--- src/include/fft_consts.svh ---
// Transform size, word widths and fixed-point format, included by the packages and RTL files
`ifndef FFT_CONSTS_SVH
`define FFT_CONSTS_SVH

// Transform size
// Twiddle table in butterflySchedule is written for 8 points only
`define FFT_POINTS 8

// log2 of the transform size
// Also the number of pipeline stages, one radix-2 pass each
`define FFT_LOG_POINTS 3

// Signed input sample width
`define FFT_SAMPLE_WIDTH 12

// Internal and output word width
// Holds a full-scale sample shifted by the fractional bits,
// plus growth of log2 N bits over the passes
`define FFT_WORD_WIDTH 24

// Fractional bits of the fixed-point format
// Samples enter the pipeline scaled by 2^FFT_FRAC_BITS
`define FFT_FRAC_BITS 8

// Twiddle width
// Two bits above the fraction so that +1.0 and -1.0 both fit
`define FFT_TWIDDLE_WIDTH (`FFT_FRAC_BITS + 2)

// Butterflies in one pass
`define FFT_HALF_POINTS (`FFT_POINTS / 2)

// Counter and index widths
`define FFT_SLOT_WIDTH `FFT_LOG_POINTS
`define FFT_COUNT_WIDTH (`FFT_LOG_POINTS - 1)

// Stage number width, enough for FFT_LOG_POINTS stages
`define FFT_STAGE_WIDTH 2

`endif

--- src/design/fftNumericPkg.sv ---
// Number types for samples, fixed-point words, twiddles and frames, imported by the datapath
`include "fft_consts.svh"

package fftNumericPkg;

	// Raw sample as it arrives from the source
	typedef logic signed [`FFT_SAMPLE_WIDTH - 1:0] sampleWord;

	// Fixed-point value
	// Low FFT_FRAC_BITS bits are the fraction
	typedef logic signed [`FFT_WORD_WIDTH - 1:0] fftWord;

	// Twiddle coefficient, same fraction as fftWord
	// Range is -1.0 to +1.0 inclusive
	typedef logic signed [`FFT_TWIDDLE_WIDTH - 1:0] twiddleWord;

	// One complete frame of N words
	// Index is the frame slot, not the sample time
	typedef fftWord fftFrame [`FFT_POINTS];

endpackage

--- src/design/fftSchedulePkg.sv ---
// Types for butterfly scheduling (slots, stages, counters, twiddle indexes), imported by stage logic
`include "fft_consts.svh"

package fftSchedulePkg;

	// Position of a word inside a frame buffer
	typedef logic [`FFT_SLOT_WIDTH - 1:0] slotIndex;

	// Position of a stage in the chain
	// Stage s performs the pass with span 2^s
	typedef logic [`FFT_STAGE_WIDTH - 1:0] stageNumber;

	// Butterfly within one pass, 0 to N/2-1
	// Wraps to zero after the last butterfly
	typedef logic [`FFT_COUNT_WIDTH - 1:0] butterflyCount;

	// Entry of the twiddle table, 0 to N/2-1
	typedef logic [`FFT_COUNT_WIDTH - 1:0] twiddleIndex;

endpackage

--- src/design/sampleWindow.sv ---
// Sliding window of the N newest samples, offered to the first stage as a bit-reversed frame
`include "fft_consts.svh"

module sampleWindow
	import fftNumericPkg::*, fftSchedulePkg::*;
(
	input logic advanceSignal,
	input logic reset,
	input sampleWord sampleIn,
	input logic sampleStrobe,
	input logic stageIdle,
	output fftFrame frameIn,
	output logic frameOffered
);

	// Slot 0 holds the newest sample
	// Slot n is sample n of the transform
	sampleWord window [`FFT_POINTS];

	// Mirror the slot number bit by bit
	function automatic slotIndex reverseBits(input slotIndex position);
		slotIndex reversed;
		for (int b = 0; b < `FFT_LOG_POINTS; b++) begin
			reversed[b] = position[`FFT_LOG_POINTS - 1 - b];
		end
		return reversed;
	endfunction

	// Shift on every strobe
	always_ff @(posedge advanceSignal) begin
		if (reset) begin
			window <= '{default: '0};
		end else if (sampleStrobe) begin
			// Newest sample enters at slot 0
			window[0] <= sampleIn;
			// Older samples move one slot up, oldest drops out
			for (int n = 1; n < `FFT_POINTS; n++) begin
				window[n] <= window[n - 1];
			end
		end
	end

	// Frame always shows the current window
	// A frame held back by a busy stage is therefore taken with the newest samples
	always_comb begin
		for (int n = 0; n < `FFT_POINTS; n++) begin
			// Sign-extend and scale into the fixed-point format
			frameIn[reverseBits(slotIndex'(n))] = fftWord'(window[n]) <<< `FFT_FRAC_BITS;
		end
	end

	// Request flag for stage 0
	// Set after a strobe, cleared once the stage has taken the frame
	always_ff @(posedge advanceSignal) begin
		if (reset) begin
			frameOffered <= 1'b0;
		end else if (sampleStrobe) begin
			// New window wins over a transfer in the same cycle
			frameOffered <= 1'b1;
		end else if (stageIdle) begin
			// Idle stage loads whatever is offered this cycle
			frameOffered <= 1'b0;
		end
	end

	// Several strobes during a busy stage merge into one offer
	// Only the window at transfer time gets transformed

endmodule

--- config.mk ---
export PLATFORM = sky130hd
export DESIGN_NAME = sampleWindow
export DESIGN_NICKNAME = d
export VERILOG_FILES = /design/src/design/fftNumericPkg.sv /design/src/design/fftSchedulePkg.sv /design/src/design/sampleWindow.sv
export VERILOG_INCLUDE_DIRS = /design/src /design/src/include
export SDC_FILE = /design/constraint.sdc
export NUM_CORES = 1
export LEC_CHECK = 0
export BUFFER_PORTS_ARGS = -buffer_cell sky130_fd_sc_hd__buf_2
export CAP_MARGIN = 30
export CORE_MARGIN = 3
export CORE_UTILIZATION = 49
export DETAILED_ROUTE_END_ITERATION = 6
export GPL_ROUTABILITY_DRIVEN = 0
export GPL_TIMING_DRIVEN = 0
export PLACE_DENSITY_LB_ADDON = 0.3
export SYNTH_ARGS = -nofsm -noshare
export SYNTH_HDL_FRONTEND = slang
export SYNTH_SLANG_ARGS = --single-unit
--- constraint.sdc ---
create_clock -name advanceSignal -period 1.3 [get_ports advanceSignal]
set_input_delay 0.13 -clock advanceSignal [delete_from_list [all_inputs] [get_ports advanceSignal]]
set_output_delay 0.13 -clock advanceSignal [all_outputs]
set_load 0.02 [all_outputs]
==> impl_metrics.ini <==
[power_and_ir_drop]
seqPwrFrac_pct = 53.7
clkPwrFrac_pct = 32.4
power_density_nw_per_um2 = 1050
power_switching_mw = 1.46
p_comb_share_pct = 13.8
swShare_pct = 25.8
ir_worst_vdd_uv = 779
p_leak_nw = 3.17
p_total_mw = 5.69
p_int_mw = 4.22

[layout]
area_growth_pct = 30.3
nets = 643
design_area_um2 = 5430
instances_no_fill = 733
n_antenna_cell = 0
layout-drive-gt1-share_pct = 42.5

[grt]
grt_start_max_net_pins = 16
gr-total-overflow = 0
antenna_found_initial = 0
grt_pass1_vias = 3148
grt_pass1_wl_um = 15200
track_usage_pct = 18.9

[placement]
dpl.hpwl_um = 7430
port-buffer-count = 142
placedCellCount = 718
pre_cts_ws_ns = 0.197
dpl-instance-area_um2 = 5240

[detailed_routing]
via_count = 3167
drt_iter0_drc = 68
vias_per_cell = 4.32
wl_um = 9100
drc = 0
routedWlPerCell_um = 12.4
detail-route-antenna-nets = 0
firstDrtPassIters = 4

[clock_tree]
hold_buffers = 0
cts_tree = built
cts_made_buffers = 9
clk_pin_slew_ns = 0.09
clock_path_buffers = 2
root_buffer = clkbuf_8
cts_sinks = 97
htreeDepth = 3
clock_latency_ns = 0.35

[min_path]
worstHoldPathCells = 3
min_path_type = in2reg

[run]
drv_cap = 0

[worst_setup_path]
rrSetupSlack_ns = 0.58
path_class = reg2out
critPathMaxFanout = 7
worstPathRequired_ns = 1.17
worst-r2r-cell-count = 2
cp-end-kind = output pin
r2r_start = frameIn[139]
r2r-end = frameIn[43]
crit_start = frameIn[139]
start_kind = flop
crit_path_end = frameIn[141]
crit_arrival_ns = 1.09

[die]
fp-row-count = 32
die_area_um2 = 9640
die_y_um = 98.2
core_um2 = 7970
die_w_um = 98.2
io_pins = 209
initial_core_util_pct = 52.2

[timing]
worstMarginPinSlew_ns = 0.512
finalCriticalPeriod_ns = 1.22
period_share_pct = 94.2
slew_headroom_pct = 65.9
setup_viol = 0
fmax_mhz = 817
fin_ws_ns = 0.0758
hold_viol = 0
finClkSkew_ns = 0.00895
grt_setup_unrepaired = no
setup_tns_ns = 0
report.final.slew_viol_count = 0

[synthesis]
ys_types = 11
ys.warnings.count = 0
ys_seq_area_share_pct = 46.6
syn_area_um2 = 4160
ys_ff_latch = 97
synthCells = 411
postSynthAreaPerCell_um2 = 10.1

[outcome]
status = finished, final reports clean
## timing repair
item,in CTS,in global routing
endpoints found under the setup margin,0,8
setup buffers,0,0
resized for setup,0,2
## sequential cells by signal, indices dropped and copies added, names as in the netlist
name,flops
frameIn,96
frameOffered,1
## Yosys cell counts
cell type  number  area, um^2
buf_4         104         781
buf_2           2        10.0
conb_1          1        3.75
inv_1           1        3.75
nor2_1         96         360
nand2b_1        1        6.26
clkbuf_1        8        30.0
a21oi_1         1        5.00
dfxtp_1        97        1940
mux2i_1        96         961
buf_8           4        60.1
## stage by stage
stage | hold slack (ns) | utilization (%)
floorplan | 0.277 | -
global placement | 0.365 | 65.7
detailed placement | 0.374 | 65.7
CTS | 0.00101 | 68.1
global route | 0.0284 | 68.1
finish | 0.00961 | 68.1
## worst min path at each step
stage / start / end / slack, ns
final: sampleIn[10] / frameIn[186] / 0.01
after global routing: sampleIn[8] / frameIn[184] / 0.03
after detailed placement: sampleIn[0] / frameIn[176] / 0.37
after global placement: sampleIn[10] / frameIn[186] / 0.36
after CTS: sampleIn[4] / frameIn[180] / 0.001
after floorplan: sampleIn[9] / frameIn[185] / 0.28
## worst max-delay path: stages (launching register included)
cell and delay, ns:
dfxtp_1 0.45, buf_4 0.15, buf_2 0.15
## power by group through the flow
stage / clock, mW / sequential (mW) / combinational, mW
after global routing: 2.01 / 3.07 / 0.847
after global placement: 0 / 3.13 / 0.767
after CTS: 1.90 / 3.06 / 0.777
after detailed placement: 0 / 3.13 / 0.776
after floorplan: 0 / 3.18 / 0.591
final: 1.85 / 3.06 / 0.785
## logic make-up after synthesis
| family | count (synthesis) | share of synthesized area [%] |
|---|---|---|
| AOI/OAI and AO/OA | 1 | 0.120 |
| buffers and inverters | 119 | 21.3 |
| DFF | 97 | 46.6 |
| muxes | 96 | 23.1 |
| other | 1 | 0.0901 |
| and+or+nand+nor | 97 | 8.81 |
## per-layer routing
| metal | up-vias | wire, um | GRT usage, % |
|---|---|---|---|
| li1 | 1592 | - | - |
| met1 | 1427 | 3650 | 22.1 |
| met2 | 132 | 4500 | 33.0 |
| met3 | 16 | 758 | 4.79 |
| met4 | 0 | 191 | 7.67 |
| met5 | - | 0 | 0 |
## area by class of cell
type | instances | area, um^2
fill | 656 | 2540
tap | 102 | 128
sequential | 97 | 1940
inverter | 1 | 3.75
multi-input combinational | 258 | 1570
buffer | 118 | 881
timing repair buffer | 142 | 711
clock buffer | 10 | 128
clock inverter | 5 | 57.6
## cells in the final DEF (no fill, tap or decap), types with 2 or more instances in the layout
cell type / instances
buf_2: 144
buf_4: 104
mux2i_1: 96
nor2_1: 96
dfxtp_1: 95
conb_1: 64
clkbuf_1: 9
clkbuf_8: 9
buf_8: 4
clkinv_4: 2
clkinv_2: 2
dfxtp_2: 2
(Power assumes the default switching activity.)
