--- config.mk ---
export PLATFORM = sky130hd
export DESIGN_NAME = fftStage
export DESIGN_NICKNAME = d
export VERILOG_FILES = /design/src/design/fftNumericPkg.sv /design/src/design/fftSchedulePkg.sv /design/src/design/butterflyUnit.sv /design/src/design/butterflySchedule.sv /design/src/design/fftStage.sv
export VERILOG_INCLUDE_DIRS = /design/src /design/src/include
export SDC_FILE = /design/constraint.sdc
export NUM_CORES = 1
export LEC_CHECK = 0
export ABC_AREA = 1
export CORE_AREA = 3 3 304 306
export DETAILED_ROUTE_END_ITERATION = 6
export DIE_AREA = 0 0 307 309
export DONT_BUFFER_PORTS = 1
export HOLD_SLACK_MARGIN = 0.15
export PLACE_DENSITY = 0.34
export SYNTH_ARGS = -nofsm -noshare
export SYNTH_HDL_FRONTEND = slang
export SYNTH_SLANG_ARGS = --single-unit
export TNS_END_PERCENT = 30
--- constraint.sdc ---
create_clock -name advanceSignal -period 5.4 [get_ports advanceSignal]
set_input_delay 0.27 -clock advanceSignal [delete_from_list [all_inputs] [get_ports advanceSignal]]
set_output_delay 0.27 -clock advanceSignal [all_outputs]
set_load 0.01 [all_outputs]
--- src/include/fft_consts.svh ---
// Transform size, word widths and fixed-point format, included by the packages and RTL files
`ifndef FFT_CONSTS_SVH
`define FFT_CONSTS_SVH

// Transform size
// Twiddle table in butterflySchedule is written for 8 points only
`define FFT_POINTS 8

// log2 of the transform size
// Also the number of pipeline stages, one radix-2 pass each
`define FFT_LOG_POINTS 3

// Signed input sample width
`define FFT_SAMPLE_WIDTH 12

// Internal and output word width
// Holds a full-scale sample shifted by the fractional bits,
// plus growth of log2 N bits over the passes
`define FFT_WORD_WIDTH 24

// Fractional bits of the fixed-point format
// Samples enter the pipeline scaled by 2^FFT_FRAC_BITS
`define FFT_FRAC_BITS 8

// Twiddle width
// Two bits above the fraction so that +1.0 and -1.0 both fit
`define FFT_TWIDDLE_WIDTH (`FFT_FRAC_BITS + 2)

// Butterflies in one pass
`define FFT_HALF_POINTS (`FFT_POINTS / 2)

// Counter and index widths
`define FFT_SLOT_WIDTH `FFT_LOG_POINTS
`define FFT_COUNT_WIDTH (`FFT_LOG_POINTS - 1)

// Stage number width, enough for FFT_LOG_POINTS stages
`define FFT_STAGE_WIDTH 2

`endif

--- src/design/fftNumericPkg.sv ---
// Number types for samples, fixed-point words, twiddles and frames, imported by the datapath
`include "fft_consts.svh"

package fftNumericPkg;

	// Raw sample as it arrives from the source
	typedef logic signed [`FFT_SAMPLE_WIDTH - 1:0] sampleWord;

	// Fixed-point value
	// Low FFT_FRAC_BITS bits are the fraction
	typedef logic signed [`FFT_WORD_WIDTH - 1:0] fftWord;

	// Twiddle coefficient, same fraction as fftWord
	// Range is -1.0 to +1.0 inclusive
	typedef logic signed [`FFT_TWIDDLE_WIDTH - 1:0] twiddleWord;

	// One complete frame of N words
	// Index is the frame slot, not the sample time
	typedef fftWord fftFrame [`FFT_POINTS];

endpackage

--- src/design/fftSchedulePkg.sv ---
// Types for butterfly scheduling (slots, stages, counters, twiddle indexes), imported by stage logic
`include "fft_consts.svh"

package fftSchedulePkg;

	// Position of a word inside a frame buffer
	typedef logic [`FFT_SLOT_WIDTH - 1:0] slotIndex;

	// Position of a stage in the chain
	// Stage s performs the pass with span 2^s
	typedef logic [`FFT_STAGE_WIDTH - 1:0] stageNumber;

	// Butterfly within one pass, 0 to N/2-1
	// Wraps to zero after the last butterfly
	typedef logic [`FFT_COUNT_WIDTH - 1:0] butterflyCount;

	// Entry of the twiddle table, 0 to N/2-1
	typedef logic [`FFT_COUNT_WIDTH - 1:0] twiddleIndex;

endpackage

--- src/design/butterflyUnit.sv ---
// Combinational fixed-point radix-2 butterfly, one per pipeline stage
`include "fft_consts.svh"

module butterflyUnit
	import fftNumericPkg::*;
(
	input fftWord upperReal,
	input fftWord upperImag,
	input fftWord lowerReal,
	input fftWord lowerImag,
	input twiddleWord twiddleReal,
	input twiddleWord twiddleImag,
	output fftWord sumReal,
	output fftWord sumImag,
	output fftWord diffReal,
	output fftWord diffImag
);

	fftWord lowerRealScaled;
	fftWord lowerImagScaled;
	fftWord twiddleRealWide;
	fftWord twiddleImagWide;
	fftWord productReal;
	fftWord productImag;

	always_comb begin
		// Drop the fraction first so the product keeps the word's scaling
		lowerRealScaled = lowerReal >>> `FFT_FRAC_BITS;
		lowerImagScaled = lowerImag >>> `FFT_FRAC_BITS;
		// Sign-extend coefficients to the word width
		twiddleRealWide = fftWord'(twiddleReal);
		twiddleImagWide = fftWord'(twiddleImag);
		// Complex product W * lower, truncated to the word width
		productReal = twiddleRealWide * lowerRealScaled - twiddleImagWide * lowerImagScaled;
		productImag = twiddleRealWide * lowerImagScaled + twiddleImagWide * lowerRealScaled;
		// Upper slot gets a + W*b
		sumReal = upperReal + productReal;
		sumImag = upperImag + productImag;
		// Lower slot gets a - W*b
		diffReal = upperReal - productReal;
		diffImag = upperImag - productImag;
	end

endmodule

--- src/design/butterflySchedule.sv ---
// Per-stage schedule giving slot pair and twiddle for the current butterfly, instanced in fftStage
`include "fft_consts.svh"

module butterflySchedule
	import fftNumericPkg::*, fftSchedulePkg::*;
#(
	parameter fftSchedulePkg::stageNumber stageNumber = '0
) (
	input butterflyCount count,
	output slotIndex upperSlot,
	output slotIndex lowerSlot,
	output twiddleWord twiddleReal,
	output twiddleWord twiddleImag
);

	// Distance between the two slots of a butterfly
	localparam int span = 1 << stageNumber;

	// Twiddle index is offset * N / (2 * span)
	localparam int twiddleShift = `FFT_LOG_POINTS - 1 - stageNumber;

	butterflyCount offset;
	slotIndex groupBase;
	twiddleIndex tableEntry;

	// Slot pair for butterfly count
	always_comb begin
		// Position inside the group
		offset = count & butterflyCount'(span - 1);
		// Each group covers twice the span
		groupBase = slotIndex'(count >> stageNumber) << (stageNumber + 1);
		upperSlot = groupBase + slotIndex'(offset);
		lowerSlot = upperSlot + slotIndex'(span);
		tableEntry = twiddleIndex'(offset << twiddleShift);
	end

	// W^k = cos(2*pi*k/N) - j*sin(2*pi*k/N)
	// Scaled by 2^FFT_FRAC_BITS, truncated toward zero
	// Written for N = 8 with 8 fraction bits
	always_comb begin
		case (tableEntry)
			2'd0: begin
				twiddleReal = 10'sd256;
				twiddleImag = 10'sd0;
			end
			2'd1: begin
				twiddleReal = 10'sd181;
				twiddleImag = -10'sd181;
			end
			2'd2: begin
				twiddleReal = 10'sd0;
				twiddleImag = -10'sd256;
			end
			default: begin
				twiddleReal = -10'sd181;
				twiddleImag = -10'sd181;
			end
		endcase
	end

endmodule

--- src/design/fftStage.sv ---
// One radix-2 pass over a buffered frame, N/2 butterflies at one per cycle, chained by fftPipeline
`include "fft_consts.svh"

module fftStage
	import fftNumericPkg::*, fftSchedulePkg::*;
#(
	parameter fftSchedulePkg::stageNumber stageNumber = '0
) (
	input logic advanceSignal,
	input logic reset,
	input fftFrame frameIn,
	input fftFrame frameInImag,
	input logic inputReady,
	input logic nextIdle,
	output fftFrame frameOut,
	output fftFrame frameOutImag,
	output logic stageIdle,
	output logic resultReady
);

	// Frame being worked on, later the finished result
	fftFrame realBuffer;
	fftFrame imagBuffer;

	logic busy;
	butterflyCount butterflyCounter;

	// Current butterfly
	slotIndex upperSlot;
	slotIndex lowerSlot;
	twiddleWord twiddleReal;
	twiddleWord twiddleImag;
	fftWord sumReal;
	fftWord sumImag;
	fftWord diffReal;
	fftWord diffImag;

	butterflySchedule #(.stageNumber(stageNumber)) schedule (
		.count(butterflyCounter),
		.upperSlot(upperSlot),
		.lowerSlot(lowerSlot),
		.twiddleReal(twiddleReal),
		.twiddleImag(twiddleImag)
	);

	// Reads both slots straight from the buffers
	butterflyUnit butterfly (
		.upperReal(realBuffer[upperSlot]),
		.upperImag(imagBuffer[upperSlot]),
		.lowerReal(realBuffer[lowerSlot]),
		.lowerImag(imagBuffer[lowerSlot]),
		.twiddleReal(twiddleReal),
		.twiddleImag(twiddleImag),
		.sumReal(sumReal),
		.sumImag(sumImag),
		.diffReal(diffReal),
		.diffImag(diffImag)
	);

	// Neither computing nor holding a result
	assign stageIdle = !busy && !resultReady;
	assign frameOut = realBuffer;
	assign frameOutImag = imagBuffer;

	always_ff @(posedge advanceSignal) begin
		if (reset) begin
			busy <= 1'b0;
			resultReady <= 1'b0;
			butterflyCounter <= '0;
			realBuffer <= '{default: '0};
			imagBuffer <= '{default: '0};
		end else if (stageIdle && inputReady) begin
			// Transfer cycle, take the upstream frame
			realBuffer <= frameIn;
			imagBuffer <= frameInImag;
			butterflyCounter <= '0;
			busy <= 1'b1;
		end else if (busy) begin
			// In-place update of both slots
			realBuffer[upperSlot] <= sumReal;
			imagBuffer[upperSlot] <= sumImag;
			realBuffer[lowerSlot] <= diffReal;
			imagBuffer[lowerSlot] <= diffImag;
			butterflyCounter <= butterflyCounter + 1'b1;
			// Result offered the cycle after the last butterfly
			if (butterflyCounter == butterflyCount'(`FFT_HALF_POINTS - 1)) begin
				busy <= 1'b0;
				resultReady <= 1'b1;
			end
		end else if (resultReady && nextIdle) begin
			// Downstream loads this cycle
			resultReady <= 1'b0;
		end
	end

endmodule

==> out/qor.yml, run 1 <==
status: "complete, no violations"
seq_area_frac_synth_pct: 35.4
setup_viol: 0
routed_wl_um: 128000
p_int_mw: 6.22
die_area_mm2: 0.0949
p_leak_nw: 11.4
rsz0062_at_grt: "false"
ff2ff_setup_slack_ps: 1010
syn_area_mm2: 0.0219
ios: 774
p_switching_mw: 4.21
grt_usage_pct: 25.8
layout.cells.non_filler: 4757
cp_data_arrival_time_ps: 4950
finalMaxSlewViolations: 0
synth_fp_nets: 3751
vdd_drop_max_mv: 0.225
wl_per_cell_um: 26.9
worstHoldPathType: "in -> reg"
period_needed_ps: 4390
drc: 0
p_comb_share_pct: 31.3
antenna_left: 0
max_stage_delay_ps: 610
startpoint_type: "flip-flop"
worstSetupPathType: "reg -> reg"
ys_top_cells_by_area: "dfxtp_1 35%, nand2_1 18%, a31oi_1 7.3%"
cts.sinks: 388
yosys.area.top_type_share_pct: 35.4
drt_iter0_drc: 1959
synth_cell_types: 36
htree_levels: 2
fin_setup_tns_ps: 0
hold_viol_final: 0
synth_top_flop_cell: "dfxtp_1"
area_delta_synth_final_pct: 28.6
port_buffers: 0
start_util_pct: 24.4
crit_buf_inv: 4
yosysWarnings: 0
pwr-share-clk_pct: 34.4
grt_first_pass_wirelength_um: 181000
seq_power_share_pct: 34.3
drive_gt1_share_pct: 3.48
synthArstFlopShare_pct: 0
crit_family: "buffers and inverters"
yosysTopAreaCell: "dfxtp_1"
cts_buffer_depth: 3
skew_ps: 28.8
crit_path_top_delay_cell: "a32oi_1"
nFillCells: 9898
cts_buffers: 50
ys_seq_elements: 388
syn_avg_cell_area_um2: 6.65
nets: 3985
core_area_mm2: 0.0899
tightest_slew_ps: 1340
cts.reportedPaths.clkPinSlew_ps: 60
swShare_pct: 40.4
cts-root-buf: "clkbuf_16"
cp.depth: 13
crit_chain: "buf_12 > nand2_1 > a32oi_1 > inv_1 > ha_1 > nand2_1 > inv_1 > a21oi_1 > nand2_1 > xor2_1 > nand2_1 > a31oi_1 > dlygate4sd3_1"
insertion_delay_ps: 630
dieHeight_um: 309
endpoint_kind: "flip-flop"
row_count: 110
drt-pass1-iter-count: 5
slew_headroom_pct: 10.4
viasPerCell: 5.19
ctsResizeCount: 0
drv_cap: 0
grt_max_degree: 311
dieWidth_um: 307
p_per_area_mw_per_mm2: 370
cp_data_required_time_ps: 5960
finalCritPeriodShare_pct: 81.3
timing.fmax_ghz: 0.228
synth_edf_count: 0
holdPathStages: 2
synthesis.instances: 3294
r2r_cells: 13
overflow: 0
antenna_found_initial: 15
grt_pass1_vias: 24686
dp_hpwl_um: 92300
vias: 24675
cts_tree: "built"
cpMostUsedCell: "nand2_1"
cp_max_fo: 96
gp_congestion: 0.890
dp.cells: 4265
==> cell usage in the layout (no fill, tap or decap), types with 4 or more instances in the layout <==
master         instances
clkbuf_16             51
dlygate4sd3_1        385
o21ai_0              129
nand2_1             1067
ha_1                  65
buf_4                 19
nand3_1              207
inv_1                331
nor3_1                11
o22ai_1               46
xnor2_1                4
a32oi_1               30
o21bai_1               7
inv_4                  5
nor2_4                 5
diode_2               15
dfxtp_1              386
fa_1                   4
clkbuf_8               7
clkinv_2               8
nor2_1               168
a21oi_1              195
a22o_1                94
bufinv_16              6
xor2_1                18
a31oi_1              257
clkbuf_1              11
and2_1                 8
buf_12                 6
nand4_1               10
==> layer usage <==
metal | vias up | track usage [%] | part of all wire, % | wire length, um
met3 | 206 | 6.90 | 8.2 | 10500
met5 | - | 0.792 | 0.12 | 149
li1 | 11453 | - | - | -
met1 | 11947 | 31.9 | 41 | 52800
met4 | 8 | 8.56 | 3.4 | 4320
met2 | 1061 | 43.5 | 47 | 60100
==> power groups by stage <==
stage / clock, mW / sequential, mW / combinational (mW)
final: 3.59 / 3.58 / 3.27
after global routing: 3.78 / 3.60 / 3.61
after CTS: 3.69 / 3.58 / 3.28
after detailed placement: 0 / 3.64 / 2.97
after global placement: 0 / 3.65 / 2.98
after floorplan: 0 / 3.43 / 2.02
==> final cells by class <==
cell class	count	area [um2]	area share, %
sequential	388	7770	27.6
multi-input combinational	2336	11700	41.6
clock buffer	69	1410	5.02
timing repair buffer	412	4170	14.8
antenna	15	37.5	0.133
tap	1176	1470	5.22
clock inverter	21	289	1.03
inverter	340	1310	4.64
==> sequential cells by signal, summed over array words and instances, names as in the netlist <==
register and cells:
frameOut 192, frameOutImag 192, resultReady 1, busy 1, butterflyCounter 2
==> logic make-up (layout without fill, tap and decap cells) <==
family | Yosys count | after routing | share of synthesized area [%]
compound gates | 764 | 764 | 21.4
xor+xnor | 22 | 22 | 0.879
fa+ha+maj | 69 | 69 | 4.08
buf+inv | 570 | 842 | 11.2
flops | 388 | 388 | 35.4
other cells | 0 | 15 | 0
simple gates | 1481 | 1481 | 27.0
==> timing repair <==
item,4_1_cts,5_1_grt
setup buffers,0,0
endpoints found under the hold margin,388,0
hold buffers,386,0
==> Yosys cell counts, types with 21 or more instances <==
| library cell | number |
|---|---|
| a22o_1 | 94 |
| a32oi_1 | 30 |
| buf_2 | 62 |
| nand2_1 | 1067 |
| inv_1 | 332 |
| ha_1 | 65 |
| a31oi_1 | 257 |
| clkbuf_1 | 116 |
| buf_4 | 21 |
| nor2_1 | 170 |
| o21ai_0 | 129 |
| a21oi_1 | 195 |
| o22ai_1 | 46 |
| dfxtp_1 | 388 |
| nand3_1 | 207 |
==> path summary, 6_finish.rpt <==
path	start	end
worst min register to register	frameOut[98]$_SDFFE_PP0P_	frameOut[98]$_SDFFE_PP0P_
worst max register to register	butterflyCounter[0]$_SDFFE_PP0P_	frameOut[15]$_SDFFE_PP0P_
worst min-delay path	reset	frameOutImag[145]$_SDFFE_PP0P_
worst max-delay path	butterflyCounter[0]$_SDFFE_PP0P_	frameOut[15]$_SDFFE_PP0P_
==> per-stage QoR <==
stage                     worst slack, ps  power (mW)  util, %  instance area, um2  hold WS, ps
after floorplan                      2480        5.44        -               21900          425
after global placement               1370        6.62     25.1               22500          380
after detailed placement             1290        6.61     25.1               22500          378
after CTS                             886        10.6     31.3               28100          208
after global routing                  622        11.0     31.3               28200          227
final                                1010        10.4     31.4               28200          170
No activity file was read; power rests on OpenSTA's default activity.
==> run 2: changes to the inputs <==
clock period = 4.2 ns   (was 5.4 ns; I/O delays follow)
==> run 2 against run 1 <==
  * Global-route usage down 0.23 points
  * Total power up 26%
  * Worst setup slack worse by 760 ps
  * Critical path type unchanged
==> out/qor.yml, run 2 (same netlist as run 1, synthesis figures left out) <==
dp_slack_ps: 543  # -744 ps
cp_data_arrival_time_ps: 4490  # -460 ps
worstSetupPathType: "reg -> reg"
period_needed_ps: 3950  # -443 ps
p_switching_mw: 5.40  # +28%
htree_levels: 2  # unchanged
dieWidth_um: 307  # unchanged
grt_pass1_vias: 24592  # -0.38%
drc: 0  # unchanged
viasPerCell: 5.18  # about the same
routed_wl_um: 128000  # -0.18%
setup_ws_ps: 254  # -757 ps
nFillCells: 9982  # +0.85%
holdPathStages: 6  # +4
insertion_delay_ps: 610  # -20 ps
top_layer: "met5"
timing.fmax_ghz: 0.253  # +11%
r2r_cells: 14  # +1
port_buffers: 0  # unchanged
cts-root-buf: "clkbuf_16"
wl_per_cell_um: 26.7  # -0.75%
p_leak_nw: 11.7  # +2.4%
area_delta_synth_final_pct: 29.5
rsz0062_at_grt: "false"
setup_viol: 0  # unchanged
startpoint_type: "flip-flop"
cts.reportedPaths.clkPinSlew_ps: 60  # about the same
final_cell_mix: "1067 x nand2_1, 395 x dlygate4sd3_1, 386 x dfxtp_1, 331 x inv_1, 257 x a31oi_1"
gp_congestion: 0.885  # -0.58%
critical_path.startpoint: "butterflyCounter[1]$_SDFFE_PP0P_"
swShare_pct: 40.9  # +0.52 points
wl_met3_um: 9910  # -5.7%
antenna_found_initial: 10  # -5
holdCritStartpoint: "inputReady"
cp_data_required_time_ps: 4740  # -1220 ps
vdd_drop_max_mv: 0.329  # +47%
cp_max_fo: 31  # -68%
grt_first_pass_wirelength_um: 179000  # -0.92%
tightest_slew_ps: 1450  # +111 ps
dp.cells: 4291  # +0.61%
hold_viol_final: 0  # unchanged
cts_buffer_depth: 3  # unchanged
vias: 24802  # +0.51%
die_area_mm2: 0.0949  # unchanged
antenna_left: 0  # unchanged
overflow: 0  # unchanged
worstHoldPathType: "in -> reg"
grt_usage_pct: 25.6  # -0.23 points
endpoint_kind: "flip-flop"
pwr-share-clk_pct: 32.3  # -2.1 points
finalCritPeriodShare_pct: 94.0  # +13 points
seq_power_share_pct: 34.8  # +0.5 points
finalMaxSlewViolations: 0  # unchanged
dp_hpwl_um: 93100  # +0.79%
p_per_area_mw_per_mm2: 465  # +26%
dr_wl_met2_um: 60400  # +0.46%
drt-pass1-iter-count: 6  # +1
p_comb_share_pct: 32.9  # +1.6 points
start_util_pct: 24.4  # unchanged
cts.sinks: 388  # unchanged
cts_buffers: 50  # unchanged
drive_gt1_share_pct: 4.03  # +0.55 points
core_area_mm2: 0.0899  # unchanged
drv_cap: 0  # unchanged
nets: 4020  # +0.88%
dieHeight_um: 309  # unchanged
skew_ps: 17.7  # -11.1 ps
layout.cells.non_filler: 4784  # +0.57%
grt_max_degree: 237  # -24%
cts_tree: "built"
p_int_mw: 7.80  # +25%
row_count: 110  # unchanged
status: "complete, no violations"
post-cts-setup-buffers: 0  # unchanged
fin_setup_tns_ps: 0  # unchanged
m1WireLength_um: 53200  # +0.75%
rr_startpoint: "butterflyCounter[1]$_SDFFE_PP0P_"
final_common_cell: "nand2_1"
ios: 774  # unchanged
slew_headroom_pct: 3.23  # -7.2 points
drt_iter0_drc: 1949  # -0.51%
[run 2: cell count changes in the layout (fill, tap and decap cells not counted), sizes merged]
| cell | change |
|---|---|
| clkinv | -1 |
| buf | +25 |
| diode | -6 |
| bufinv | -5 |
| clkinvlp | -1 |
| clkbuf | +5 |
| dlygate4sd3 | +10 |
[run 2: metal layers]
layer | vias to the layer above | global-route usage [%]
li1 | 11532 | -
met1 | 11993 | 31.9
met2 | 1079 | 43.6
met3 | 194 | 6.31
met4 | 4 | 8.02
met5 | - | 0
[run 2: timing repair]
action                     CTS  global route
setup endpoints to repair    0             5
hold buffers               396             0
hold endpoints to repair   388             0
resized for setup            0             2
[run 2: metrics by stage]
stage	area [um2]	utilization, %	power [mW]	hold WS, ps
after CTS	28400	31.5	13.3	170
final	28400	31.6	13.2	222
after global routing	28400	31.6	13.9	200
after global placement	22800	25.4	8.63	316
after detailed placement	22800	25.4	8.63	320
after floorplan	21900	-	7.00	365
[run 2: worst paths after layout]
check	slack, ps	end
setup reg to reg	250	frameOut[95]$_SDFFE_PP0P_
hold reg to reg	560	frameOut[104]$_SDFFE_PP0P_
setup / recovery	250	frameOut[95]$_SDFFE_PP0P_
hold / removal	220	frameOutImag[164]$_SDFFE_PP0P_
[run 2: final cells by class]
type / count / area (um2) / area share [%]
well taps: 1176 / 1470 / 5.18
diodes: 9 / 22.5 / 0.0793
clock buffers: 74 / 1440 / 5.08
flip-flops and latches: 388 / 7770 / 27.4
multi-input cells: 2336 / 11700 / 41.3
inverters: 340 / 1310 / 4.61
clock inverters: 14 / 123 / 0.432
repair buffers: 447 / 4530 / 15.9
[run 2: worst max-delay path, cell delays in order (launching register included)]
cell and delay [ps]:
dfxtp_4 390, inv_4 150, buf_12 220, buf_12 230
o21ai_0 120, o22ai_1 460, ha_1 430, nor2_1 260
nand3_1 170, nand2_1 140, nand3_1 190, nand3_1 220
nand3_1 150, a21oi_1 150, dlygate4sd3_1 560
[run 2: power groups by stage]
stage	Combinational (mW)	Clock (mW)	Sequential (mW)
floorplan	2.59	0	4.40
global placement	3.95	0	4.68
detailed placement	3.95	0	4.68
CTS	4.36	4.38	4.60
global route	4.79	4.49	4.63
finish	4.34	4.27	4.59
